**src/cdb_settings.svh**
```systemverilog
`ifndef CDB_SETTINGS_SVH
`define CDB_SETTINGS_SVH

// Operand, result and address width
`define CDB_DATA_W 32

// Reorder-buffer tag width
`define CDB_TAG_W 3

// Entry count, kept at 2**CDB_TAG_W so tags wrap cleanly
`define CDB_ROB_DEPTH 8

`endif

```
**src/cdbPkg.sv**
```systemverilog
`include "cdb_settings.svh"

package cdbPkg;

  typedef logic [`CDB_DATA_W-1:0] dataT;  // Data word
  typedef logic [`CDB_TAG_W-1:0] tagT;    // Reorder-buffer tag

  // ALU operation codes
  typedef logic [2:0] aluOpT;
  localparam aluOpT opAdd = 3'd0;
  localparam aluOpT opSub = 3'd1;
  localparam aluOpT opAnd = 3'd2;
  localparam aluOpT opOr  = 3'd3;
  localparam aluOpT opXor = 3'd4;
  localparam aluOpT opSll = 3'd5;  // Shift by b[4:0]
  localparam aluOpT opSrl = 3'd6;
  localparam aluOpT opSlt = 3'd7;  // Signed compare

  // Branch conditions, signed for lt and ge
  typedef logic [1:0] branchOpT;
  localparam branchOpT brEq = 2'd0;
  localparam branchOpT brNe = 2'd1;
  localparam branchOpT brLt = 2'd2;
  localparam branchOpT brGe = 2'd3;

endpackage

```
**src/fuPort.sv**
```systemverilog
`timescale 1ns/1ps

// Link between one functional unit and the bus arbiter
interface fuPort;
  import cdbPkg::*;

  logic request;    // Unit holds a finished result
  tagT  tag;
  dataT result;
  dataT target;
  logic isControl;
  logic grant;      // Bus takes the result at the next edge

  // Payload stays stable while request is high and grant is low
  modport unit (
    output request, tag, result, target, isControl,
    input  grant
  );

  modport arbiter (
    input  request, tag, result, target, isControl,
    output grant
  );

endinterface

```
**src/commonDataBus.sv**
```systemverilog
`timescale 1ns/1ps

// Registered result broadcast, one cycle per grant
interface commonDataBus;
  import cdbPkg::*;

  logic validBroadcast;  // Bus holds a live result this cycle
  tagT  robEntry;        // Destination entry in the reorder buffer
  dataT result;
  dataT targetAddress;   // Branch target, zero from the ALU
  logic isControl;       // Taken branch, redirect at retirement

  // Arbiter owns every field
  modport arbiter (
    output validBroadcast, robEntry, result, targetAddress, isControl
  );

  // Reorder buffer only listens
  modport reorderBuffer (
    input validBroadcast, robEntry, result, targetAddress, isControl
  );

endinterface

```
**src/aluUnit.sv**
```systemverilog
`timescale 1ns/1ps

module aluUnit (
  input  logic          clk,
  input  logic          rstN,
  input  logic          issue,
  input  cdbPkg::aluOpT op,
  input  cdbPkg::dataT  a,
  input  cdbPkg::dataT  b,
  input  cdbPkg::tagT   tag,
  output logic          busy,
  fuPort.unit           fu
);
  import cdbPkg::*;

  dataT aluOut;     // Combinational result of the issued op
  dataT resultQ;    // Holding register payload
  tagT  tagQ;
  logic validQ;     // Holding register occupied
  logic accept;

  assign accept = issue && !validQ;  // Issue while busy is dropped

  always_comb begin
    case (op)
      opAdd:   aluOut = a + b;
      opSub:   aluOut = a - b;
      opAnd:   aluOut = a & b;
      opOr:    aluOut = a | b;
      opXor:   aluOut = a ^ b;
      opSll:   aluOut = a << b[4:0];
      opSrl:   aluOut = a >> b[4:0];
      default: aluOut = dataT'($signed(a) < $signed(b));  // Slt gives 0 or 1
    endcase
  end

  // Occupancy, cleared at the edge after the grant
  always_ff @(posedge clk or negedge rstN) begin
    if (!rstN) begin
      validQ <= 1'b0;
    end else if (validQ && fu.grant) begin
      validQ <= 1'b0;
    end else if (accept) begin
      validQ <= 1'b1;
    end
  end

  // Payload, loaded only on an accepted issue
  always_ff @(posedge clk) begin
    if (accept) begin
      resultQ <= aluOut;
      tagQ    <= tag;
    end
  end

  assign busy         = validQ;
  assign fu.request   = validQ;
  assign fu.tag       = tagQ;
  assign fu.result    = resultQ;
  assign fu.target    = '0;      // No target from the ALU
  assign fu.isControl = 1'b0;

endmodule

```
**src/branchUnit.sv**
```systemverilog
`timescale 1ns/1ps

module branchUnit (
  input  logic             clk,
  input  logic             rstN,
  input  logic             issue,
  input  cdbPkg::branchOpT op,
  input  cdbPkg::dataT     a,
  input  cdbPkg::dataT     b,
  input  cdbPkg::dataT     pc,
  input  cdbPkg::dataT     offset,
  input  cdbPkg::tagT      tag,
  output logic             busy,
  fuPort.unit              fu
);
  import cdbPkg::*;

  logic taken;      // Condition outcome
  dataT linkQ;      // pc + 4
  dataT targetQ;    // pc + offset
  logic takenQ;
  tagT  tagQ;
  logic validQ;
  logic accept;

  assign accept = issue && !validQ;

  // Condition evaluation
  always_comb begin
    case (op)
      brEq:    taken = (a == b);
      brNe:    taken = (a != b);
      brLt:    taken = ($signed(a) < $signed(b));
      default: taken = ($signed(a) >= $signed(b));  // Bge
    endcase
  end

  always_ff @(posedge clk or negedge rstN) begin
    if (!rstN) begin
      validQ <= 1'b0;
    end else if (validQ && fu.grant) begin
      validQ <= 1'b0;                // Bus took the entry
    end else if (accept) begin
      validQ <= 1'b1;
    end
  end

  // Link value, target and outcome held until broadcast
  always_ff @(posedge clk) begin
    if (accept) begin
      linkQ   <= pc + dataT'(4);
      targetQ <= pc + offset;
      takenQ  <= taken;
      tagQ    <= tag;
    end
  end

  assign busy         = validQ;
  assign fu.request   = validQ;
  assign fu.tag       = tagQ;
  assign fu.result    = linkQ;
  assign fu.target    = targetQ;
  assign fu.isControl = takenQ;   // Redirect only when taken

endmodule

```
**src/cdbArbiter.sv**
```systemverilog
`timescale 1ns/1ps

module cdbArbiter (
  input  logic          clk,
  input  logic          rstN,
  fuPort.arbiter        alu,
  fuPort.arbiter        branch,
  commonDataBus.arbiter bus
);
  import cdbPkg::*;

  logic pointer;    // 0 favours the ALU, 1 favours the branch unit
  logic grantAlu;
  logic grantBr;
  tagT  winTag;
  dataT winResult;
  dataT winTarget;
  logic winControl;

  // Lone requester always wins, a tie goes to the pointer
  assign grantAlu = alu.request && (!branch.request || !pointer);
  assign grantBr  = branch.request && (!alu.request || pointer);

  assign alu.grant    = grantAlu;
  assign branch.grant = grantBr;

  // Winner's payload mux
  always_comb begin
    if (grantBr) begin
      winTag     = branch.tag;
      winResult  = branch.result;
      winTarget  = branch.target;
      winControl = branch.isControl;
    end else begin
      winTag     = alu.tag;
      winResult  = alu.result;
      winTarget  = alu.target;
      winControl = alu.isControl;
    end
  end

  // Priority moves to the other unit after every grant
  always_ff @(posedge clk or negedge rstN) begin
    if (!rstN) begin
      pointer <= 1'b0;
    end else if (grantAlu) begin
      pointer <= 1'b1;
    end else if (grantBr) begin
      pointer <= 1'b0;
    end
  end

  // Broadcast strobe, low after any idle cycle
  always_ff @(posedge clk or negedge rstN) begin
    if (!rstN) begin
      bus.validBroadcast <= 1'b0;
    end else begin
      bus.validBroadcast <= grantAlu || grantBr;
    end
  end

  always_ff @(posedge clk) begin
    if (grantAlu || grantBr) begin
      bus.robEntry      <= winTag;
      bus.result        <= winResult;
      bus.targetAddress <= winTarget;
      bus.isControl     <= winControl;
    end
  end

endmodule

```
**src/reorderBuffer.sv**
```systemverilog
`timescale 1ns/1ps

`include "cdb_settings.svh"

module reorderBuffer (
  input  logic                 clk,
  input  logic                 rstN,
  input  logic                 allocReq,
  output logic                 allocReady,
  output cdbPkg::tagT          allocTag,
  commonDataBus.reorderBuffer  bus,
  output logic                 retireValid,
  output cdbPkg::tagT          retireTag,
  output cdbPkg::dataT         retireResult,
  output logic                 retireRedirect,
  output cdbPkg::dataT         retireTarget
);
  import cdbPkg::*;

  tagT  head;                          // Oldest entry
  tagT  tail;                          // Next tag to hand out
  logic [`CDB_TAG_W:0] count;          // Occupancy, one bit wider than a tag
  logic doAlloc;
  logic doRetire;

  logic doneQ      [`CDB_ROB_DEPTH];   // Result captured from the bus
  dataT resultMem  [`CDB_ROB_DEPTH];
  logic redirectMem[`CDB_ROB_DEPTH];
  dataT targetMem  [`CDB_ROB_DEPTH];

  assign allocReady = (count != (`CDB_TAG_W+1)'(`CDB_ROB_DEPTH));
  assign allocTag   = tail;
  assign doAlloc    = allocReq && allocReady;  // Request while full is ignored

  // Retire straight from the head entry
  assign retireValid    = (count != '0) && doneQ[head];
  assign retireTag      = head;
  assign retireResult   = resultMem[head];
  assign retireRedirect = redirectMem[head];
  assign retireTarget   = targetMem[head];
  assign doRetire       = retireValid;  // No back-pressure

  // Pointers and occupancy
  always_ff @(posedge clk or negedge rstN) begin
    if (!rstN) begin
      head  <= '0;
      tail  <= '0;
      count <= '0;
    end else begin
      if (doAlloc) begin
        tail <= tail + 1'b1;            // Wraps with the tag width
      end
      if (doRetire) begin
        head <= head + 1'b1;
      end
      case ({doAlloc, doRetire})
        2'b10:   count <= count + 1'b1;
        2'b01:   count <= count - 1'b1;
        default: count <= count;        // Both or neither
      endcase
    end
  end

  // Done flags, set by a broadcast and cleared on allocation
  always_ff @(posedge clk or negedge rstN) begin
    if (!rstN) begin
      for (int i = 0; i < `CDB_ROB_DEPTH; i++) begin
        doneQ[i] <= 1'b0;
      end
    end else begin
      if (bus.validBroadcast) begin
        doneQ[bus.robEntry] <= 1'b1;
      end
      if (doAlloc) begin
        doneQ[tail] <= 1'b0;            // Fresh entry starts pending
      end
    end
  end

  // Completion payload captured from the bus
  always_ff @(posedge clk) begin
    if (bus.validBroadcast) begin
      resultMem[bus.robEntry]   <= bus.result;
      redirectMem[bus.robEntry] <= bus.isControl;
      targetMem[bus.robEntry]   <= bus.targetAddress;
    end
  end

endmodule

```
**src/cdbCore.sv**
```systemverilog
`timescale 1ns/1ps

module cdbCore (
  input  logic             clk,
  input  logic             rstN,
  // Tag allocation
  input  logic             allocReq,
  output logic             allocReady,
  output cdbPkg::tagT      allocTag,
  // ALU issue
  input  logic             aluIssue,
  input  cdbPkg::aluOpT    aluOp,
  input  cdbPkg::dataT     aluA,
  input  cdbPkg::dataT     aluB,
  input  cdbPkg::tagT      aluTag,
  output logic             aluBusy,
  // Branch issue
  input  logic             brIssue,
  input  cdbPkg::branchOpT brOp,
  input  cdbPkg::dataT     brA,
  input  cdbPkg::dataT     brB,
  input  cdbPkg::dataT     brPc,
  input  cdbPkg::dataT     brOffset,
  input  cdbPkg::tagT      brTag,
  output logic             brBusy,
  // Broadcast view
  output logic             cdbValid,
  output cdbPkg::tagT      cdbTag,
  output cdbPkg::dataT     cdbResult,
  // In-order retirement
  output logic             retireValid,
  output cdbPkg::tagT      retireTag,
  output cdbPkg::dataT     retireResult,
  output logic             retireRedirect,
  output cdbPkg::dataT     retireTarget
);

  fuPort        aluPort ();
  fuPort        brPort ();
  commonDataBus cdb ();

  aluUnit alu0 (
    .clk  (clk),
    .rstN (rstN),
    .issue(aluIssue),
    .op   (aluOp),
    .a    (aluA),
    .b    (aluB),
    .tag  (aluTag),
    .busy (aluBusy),
    .fu   (aluPort.unit)
  );

  branchUnit br0 (
    .clk   (clk),
    .rstN  (rstN),
    .issue (brIssue),
    .op    (brOp),
    .a     (brA),
    .b     (brB),
    .pc    (brPc),
    .offset(brOffset),
    .tag   (brTag),
    .busy  (brBusy),
    .fu    (brPort.unit)
  );

  // Grants one unit per cycle and registers it onto the bus
  cdbArbiter arb0 (
    .clk   (clk),
    .rstN  (rstN),
    .alu   (aluPort.arbiter),
    .branch(brPort.arbiter),
    .bus   (cdb.arbiter)
  );

  reorderBuffer rob0 (
    .clk           (clk),
    .rstN          (rstN),
    .allocReq      (allocReq),
    .allocReady    (allocReady),
    .allocTag      (allocTag),
    .bus           (cdb.reorderBuffer),
    .retireValid   (retireValid),
    .retireTag     (retireTag),
    .retireResult  (retireResult),
    .retireRedirect(retireRedirect),
    .retireTarget  (retireTarget)
  );

  assign cdbValid  = cdb.validBroadcast;  // Bus fields exposed for observation
  assign cdbTag    = cdb.robEntry;
  assign cdbResult = cdb.result;

endmodule

```
**config.mk**
```make
export PLATFORM = sky130hd
export DESIGN_NAME = cdbCore
export DESIGN_NICKNAME = d
export VERILOG_FILES = /design/src/cdbPkg.sv /design/src/fuPort.sv /design/src/commonDataBus.sv /design/src/aluUnit.sv /design/src/branchUnit.sv /design/src/cdbArbiter.sv /design/src/reorderBuffer.sv /design/src/cdbCore.sv
export VERILOG_INCLUDE_DIRS = /design/src
export SDC_FILE = /design/constraint.sdc
export NUM_CORES = 1
export LEC_CHECK = 0
export BUFFER_PORTS_ARGS = -buffer_cell sky130_fd_sc_hd__buf_2
export CAP_MARGIN = 20
export CORE_AREA = 8 8 270 272
export CTS_CLUSTER_SIZE = 16
export DETAILED_ROUTE_END_ITERATION = 8
export DIE_AREA = 0 0 278 280
export PLACE_DENSITY_LB_ADDON = 0.1
export RECOVER_POWER = 100
export SLEW_MARGIN = 20
export SYNTH_ARGS = -nofsm -noshare
export SYNTH_HDL_FRONTEND = slang
export SYNTH_SLANG_ARGS = --single-unit
```
**constraint.sdc**
```tcl
create_clock -name clk -period 5.97 [get_ports clk]
set_clock_uncertainty 0.05 [all_clocks]
set_input_delay 1.194 -clock clk [delete_from_list [all_inputs] [get_ports clk]]
set_output_delay 1.194 -clock clk [all_outputs]
set_load 0.005 [all_outputs]
```
==> impl_metrics.ini, run 1 <==
[status]
status = finished, violations left
violations = max-capacitance violations, max-slew violations

[worst_setup_path]
cp-startpoint = rob0.retireTag[1]
worstSetupStartpointType = flop
critPathMaxFanout = 64
worstPathArrival_ps = 3940
endpoint_kind = primary output
r2r_start = br0.busy
crit_required_ps = 4730
critical_path_class = reg -> out

[floorplanning]
core_area_sq_mm = 0.0689
start_util = 0.542
rows = 97
die_area_sq_mm = 0.0778
fp.dieW_um = 278
die_y_um = 280
io_pins = 319

[power_and_ir_drop]
peakVddDrop_mv = 0.452
p_leak_nw = 15.4
power_density_mw_per_mm2 = 445
power_mw = 18.7

[timing]
drv_slew = 681
timing.hold.ws_ps = 449
fin_tns_setup_ps = 0
slew_headroom = -1.47
max_slew.worst_pin.slew_ps = 3710
fmax_mhz = 193
rsz0062_at_grt = false
hold_viol_final = 0
fin_crit_ps = 5190
setup_viol = 0
period_share = 0.869

[synth]
async_reset_ff_frac = 0.0309
ys_ff_latch = 713
ys_seq_area_frac = 0.570
netlist_area_sq_mm = 0.0374
yosysUniqueCellTypes = 89
synthCells = 2738
yosysWarnings = 0
ys.flop_type = edfxtp_1
mappedNetlistNets = 3123
avgSynthCellArea_sq_um = 13.7
synth_edf_count = 691

[clock_network]
cts_root_buffer = clkbuf_16
post_cts_resized = 0
clk_pin_slew_ps = 60
cts_made_buffers = 71
cts_max_path_buffers = 3
postCtsHoldBufs = 0
post-cts-setup-buffer-count = 0
clock_sinks = 713
cts_tree = done
cts_max_level = 3
clock_latency_ps = 650

[final_layout]
nets = 3421
layout_commonest_cell = edfxtp_1
layout_common_cells = 691 x edfxtp_1, 236 x buf_2, 218 x nor2_1, 173 x ha_1, 166 x mux4_2
drive_above_1_share = 0.208
area_delta_synth_final_pct = 12.5

[detailed_routing]
drt_iter0_markers = 2801
drt-total-wl_um = 110000
vias = 25300
via_per_inst = 6.34
avgRoutedWirePerCell_um = 27.5
ant_nets = 0
drc = 0
drtPass1Iterations = 6

[grt]
grt_start_max_net_pins = 73
grt_util_all_layers = 0.274
antenna_found_initial = 14
grt_pass1_vias = 25300
grt_pass1_wl_um = 162000
overflow = 0

[job]
drv_cap = 19

[place]
place_hpwl_um = 77600
port_buffers = 318
gp_congestion = 1.00

[min_path]
hold_start = rob0.doneQ[6]
hold_path.class = reg -> reg
[where the power goes]
group	switching, mW	total [mW]	internal [mW]
combinational	3.15	5.63	2.48
clock	1.91	4.36	2.46
sequential	0.978	8.71	7.74
[through the flow]
step                      cell area [sq um]  utilization  instances  setup WS (ps)
after floorplan                       37400            -       2738            274
after global placement                40000        0.580       3853            975
after detailed placement              40000        0.580       3853            910
after CTS                             42300        0.614       3981           1570
after global routing                  42000        0.610       3985            606
final                                 42000        0.610       3990            782
[state kept, by name (all words and copies together) (netlist names), 3 cells and up]
signal and cells:
alu0.fu.result 32, rob0.targetMem 256, rob0.retireTag 3, rob0.count 4
rob0.doneQ 8, rob0.resultMem 256, br0.fu.result 32, rob0.allocTag 3
rob0.redirectMem 8, arb0.bus.robEntry 3, br0.fu.tag 3, arb0.bus.targetAddress 32
alu0.fu.tag 3, arb0.bus.result 32, br0.fu.target 32
[per-layer routing]
| layer | vias up | GRT usage | part of all wire |
|---|---|---|---|
| li1 | 11200 | - | - |
| met1 | 12800 | 0.392 | 0.43 |
| met2 | 1093 | 0.438 | 0.47 |
| met3 | 174 | 0.0470 | 0.072 |
| met4 | 12 | 0.0701 | 0.024 |
| met5 | - | 0 | 0.00054 |
[worst paths after layout]
path / slack (ps) / depth (start not counted) / endpoint
worst max-delay path: 780 / 4 / retireTarget[23]
worst min-delay path: 450 / 1 / rob0.doneQ[6]
worst max register to register: 1020 / 2 / arb0.bus.result[13]
worst min register to register: 450 / 1 / rob0.doneQ[6]
max in group asynchronous: 4230 / 1 / rob0.retireTag[1]
min in group asynchronous: 760 / 1 / arb0.pointer
[synth_stat cells (all sizes together) (25+ instances only)]
master	number	area [sq um]
a211oi	31	248
a21o	37	278
a21oi	159	811
and2	36	225
buf	46	206
clkbuf	95	357
edfxtp	691	20700
ha	173	2160
inv	148	556
mux2	107	1200
mux2i	53	531
mux4	166	3740
nand2	119	447
nand3	42	210
nor2	223	840
nor3	51	255
o211ai	25	188
o21ai	118	591
xnor2	57	499
[cell type report]
type | instances | area, sq um
Antenna cell | 8 | 20.0
Clock buffer | 85 | 1840
Clock inverter | 43 | 459
Fill cell | 5446 | 26900
Inverter | 149 | 559
Multi-Input combinational cell | 1735 | 14900
Sequential cell | 713 | 21300
Tap cell | 891 | 1110
Timing Repair Buffer | 366 | 1800
[critical path, cell delays in order (launching register included)]
cell and delay, ps:
dfrtp_4 1030, clkbuf_2 1270, mux4_2 450, mux2_2 300, buf_2 140
[logic make-up (layout without fill, tap and decap cells)]
| logic type | after synthesis | in the layout | synth area share |
|---|---|---|---|
| multiplexers | 326 | 326 | 0.146 |
| XOR/XNOR | 71 | 71 | 0.0166 |
| buffers and inverters | 290 | 643 | 0.0300 |
| AO/OA/AOI/OAI | 571 | 571 | 0.103 |
| AND/OR/NAND/NOR | 590 | 590 | 0.0737 |
| flip-flops | 713 | 713 | 0.570 |
| adder cells (fa/ha/maj) | 177 | 177 | 0.0600 |
| other | 0 | 8 | 0 |
Note: power is estimated with default switching activity, not from simulation.
==> run 2: changes to the inputs <==
Clock period 5.97 ns to 6.2 ns, I/O delays scaled along.
==> run 2 against run 1 <==
The run still ends with max-capacitance violations, max-slew violations left. Sequential power down 4.0%. Core utilization up 0.17 points. Total power down 2.9%. Clock-buffer cell count up 2. Sequential cell count unchanged. Critical path type is now reg -> reg. Critical endpoint is now rob0.resultMem[3][15]. Highest routed layer unchanged.
==> impl_metrics.ini, run 2 (synthesis gave the netlist of run 1 again) <==
[worst_setup_path]
worstSetupStartpointType = flop
cp-startpoint = arb0.bus.robEntry[2]
path_cells = nand2b_1 > nor2_4 > clkbuf_1 > clkbuf_1
critPathMaxFanout = 38
endpoint_kind = flop
max_stage_delay_ps = 2080
reg2reg_slack_ps = 1130
critPathSlowestCell = clkbuf_1
worstReg2RegEnd = rob0.resultMem[3][15]
worstRegToRegCells = 4
r2r_start = arb0.bus.robEntry[2]
critical_path_class = reg -> reg
worstPathArrival_ps = 5180
crit_required_ps = 6310
path_common_cell = clkbuf_1

[floorplanning]
fp.dieW_um = 278
die_area_sq_mm = 0.0778
die_y_um = 280
core_area_sq_mm = 0.0689
io_pins = 319
start_util = 0.542
rows = 97

[clock_network]
clk_pin_slew_ps = 60
cts_tree = done
cts_max_level = 3
cts_made_buffers = 72
clock_sinks = 713
cts_max_path_buffers = 3
post-cts-setup-buffer-count = 0
clock_latency_ps = 630
post_cts_resized = 0
postCtsHoldBufs = 0
cts_root_buffer = clkbuf_16

[detailed_routing]
via_per_inst = 6.37
drc = 0
ant_nets = 0
vias = 25400
drtPass1Iterations = 7
avgRoutedWirePerCell_um = 27.8
drt-total-wl_um = 111000
drt_iter0_markers = 2885

[grt]
grt_start_max_net_pins = 84
antenna_found_initial = 11
grt_util_all_layers = 0.277
overflow = 0
grt_pass1_vias = 25400
grt_pass1_wl_um = 163000

[final_layout]
fillers = 5295
drive_above_1_share = 0.205
layout_commonest_cell = edfxtp_1
area_delta_synth_final_pct = 12.8
final_area_sq_mm = 0.0422
finalNonFillerCells = 3983
layout_common_cells = 691 x edfxtp_1, 237 x buf_2, 216 x nor2_1, 173 x ha_1, 166 x mux4_2
nets = 3425
reg_top3 = rob0.resultMem x256, rob0.targetMem x256

[power_and_ir_drop]
swShare = 0.321
intPower_mw = 12.3
p_leak_nw = 15.5
power_density_mw_per_mm2 = 431
peakVddDrop_mv = 0.434
pwr-share-comb = 0.304
clockPowerShare = 0.236
switching_power_mw = 5.84
sequentialPowerShare = 0.460
power_mw = 18.2

[min_path]
hold_depth = 1
hold_start = arb0.pointer
hold_path.class = reg -> reg
hold_end = arb0.pointer

[place]
port_buffers = 318
placed_area_sq_mm = 0.0401
place_hpwl_um = 78300
dpl_worst_slack_ps = 1110
gp_congestion = 0.966
place_inst = 3856

[timing]
period_share = 0.818
slew_headroom = -1.93
setup_viol = 0
hold_viol_final = 0
max_slew.worst_pin.slew_ps = 4390
layout_setup_ws_ps = 1130
fin_crit_ps = 5070
rsz0062_at_grt = false
fmax_mhz = 197
fin_tns_setup_ps = 0
drv_slew = 579

[job]
drv_cap = 17

[status]
violations = max-capacitance violations, max-slew violations
status = finished, violations left
==> run 2: cell types whose count changed in the layout (fill, tap and decap cells not counted), moves of 5 or more <==
| cell | before | now |
|---|---|---|
| clkinv_2 | 16 | 4 |
| mux2_2 | 73 | 67 |
| mux2_1 | 34 | 40 |
| clkbuf_1 | 109 | 114 |
==> run 2: metal layers <==
metal,global-route usage,routed length (um)
met3,0.0456,7770
met2,0.447,52500
met1,0.395,48000
met5,0,59
met4,0.0668,2290
==> run 2: stage by stage <==
stage               hold slack [ps]  utilization
floorplan                       412            -
global placement                429        0.581
detailed placement              443        0.581
CTS                             453        0.615
global route                    471        0.612
finish                          451        0.612
==> run 2: critical path: cells and delay by family, from the launching register on <==
family,cells,cell delay [ps]
flops,1,460
buf+inv,2,3650
simple gates,2,340
==> run 2: final cells by class <==
type,instances,area (sq um),share of cell area
Antenna cell,4,10.0,0.000237
Clock buffer,87,1860,0.0441
Clock inverter,35,479,0.0114
Inverter,149,559,0.0133
Multi-Input combinational cell,1735,15000,0.356
Sequential cell,713,21300,0.505
Tap cell,891,1110,0.0264
Timing Repair Buffer,369,1840,0.0436
==> run 2: power by group through the flow <==
stage,clock (mW),sequential (mW),combinational (mW)
3_3_place_gp,0,8.26,5.65
4_1_cts,4.36,8.31,5.77
2_1_floorplan,0,8.03,3.66
5_1_grt,4.55,8.54,5.93
6_report,4.29,8.36,5.52
3_5_place_dp,0,8.40,5.73
==> run 2: worst max path at each step <==
| stage | cells after the start | end |
|---|---|---|
| global route | 4 | rob0.resultMem[3][15] |
| global placement | 12 | alu0.fu.result[29] |
| CTS | 4 | retireResult[12] |
| finish | 4 | rob0.resultMem[3][15] |
| detailed placement | 12 | alu0.fu.result[29] |
| floorplan | 2 | rob0.redirectMem[0] |
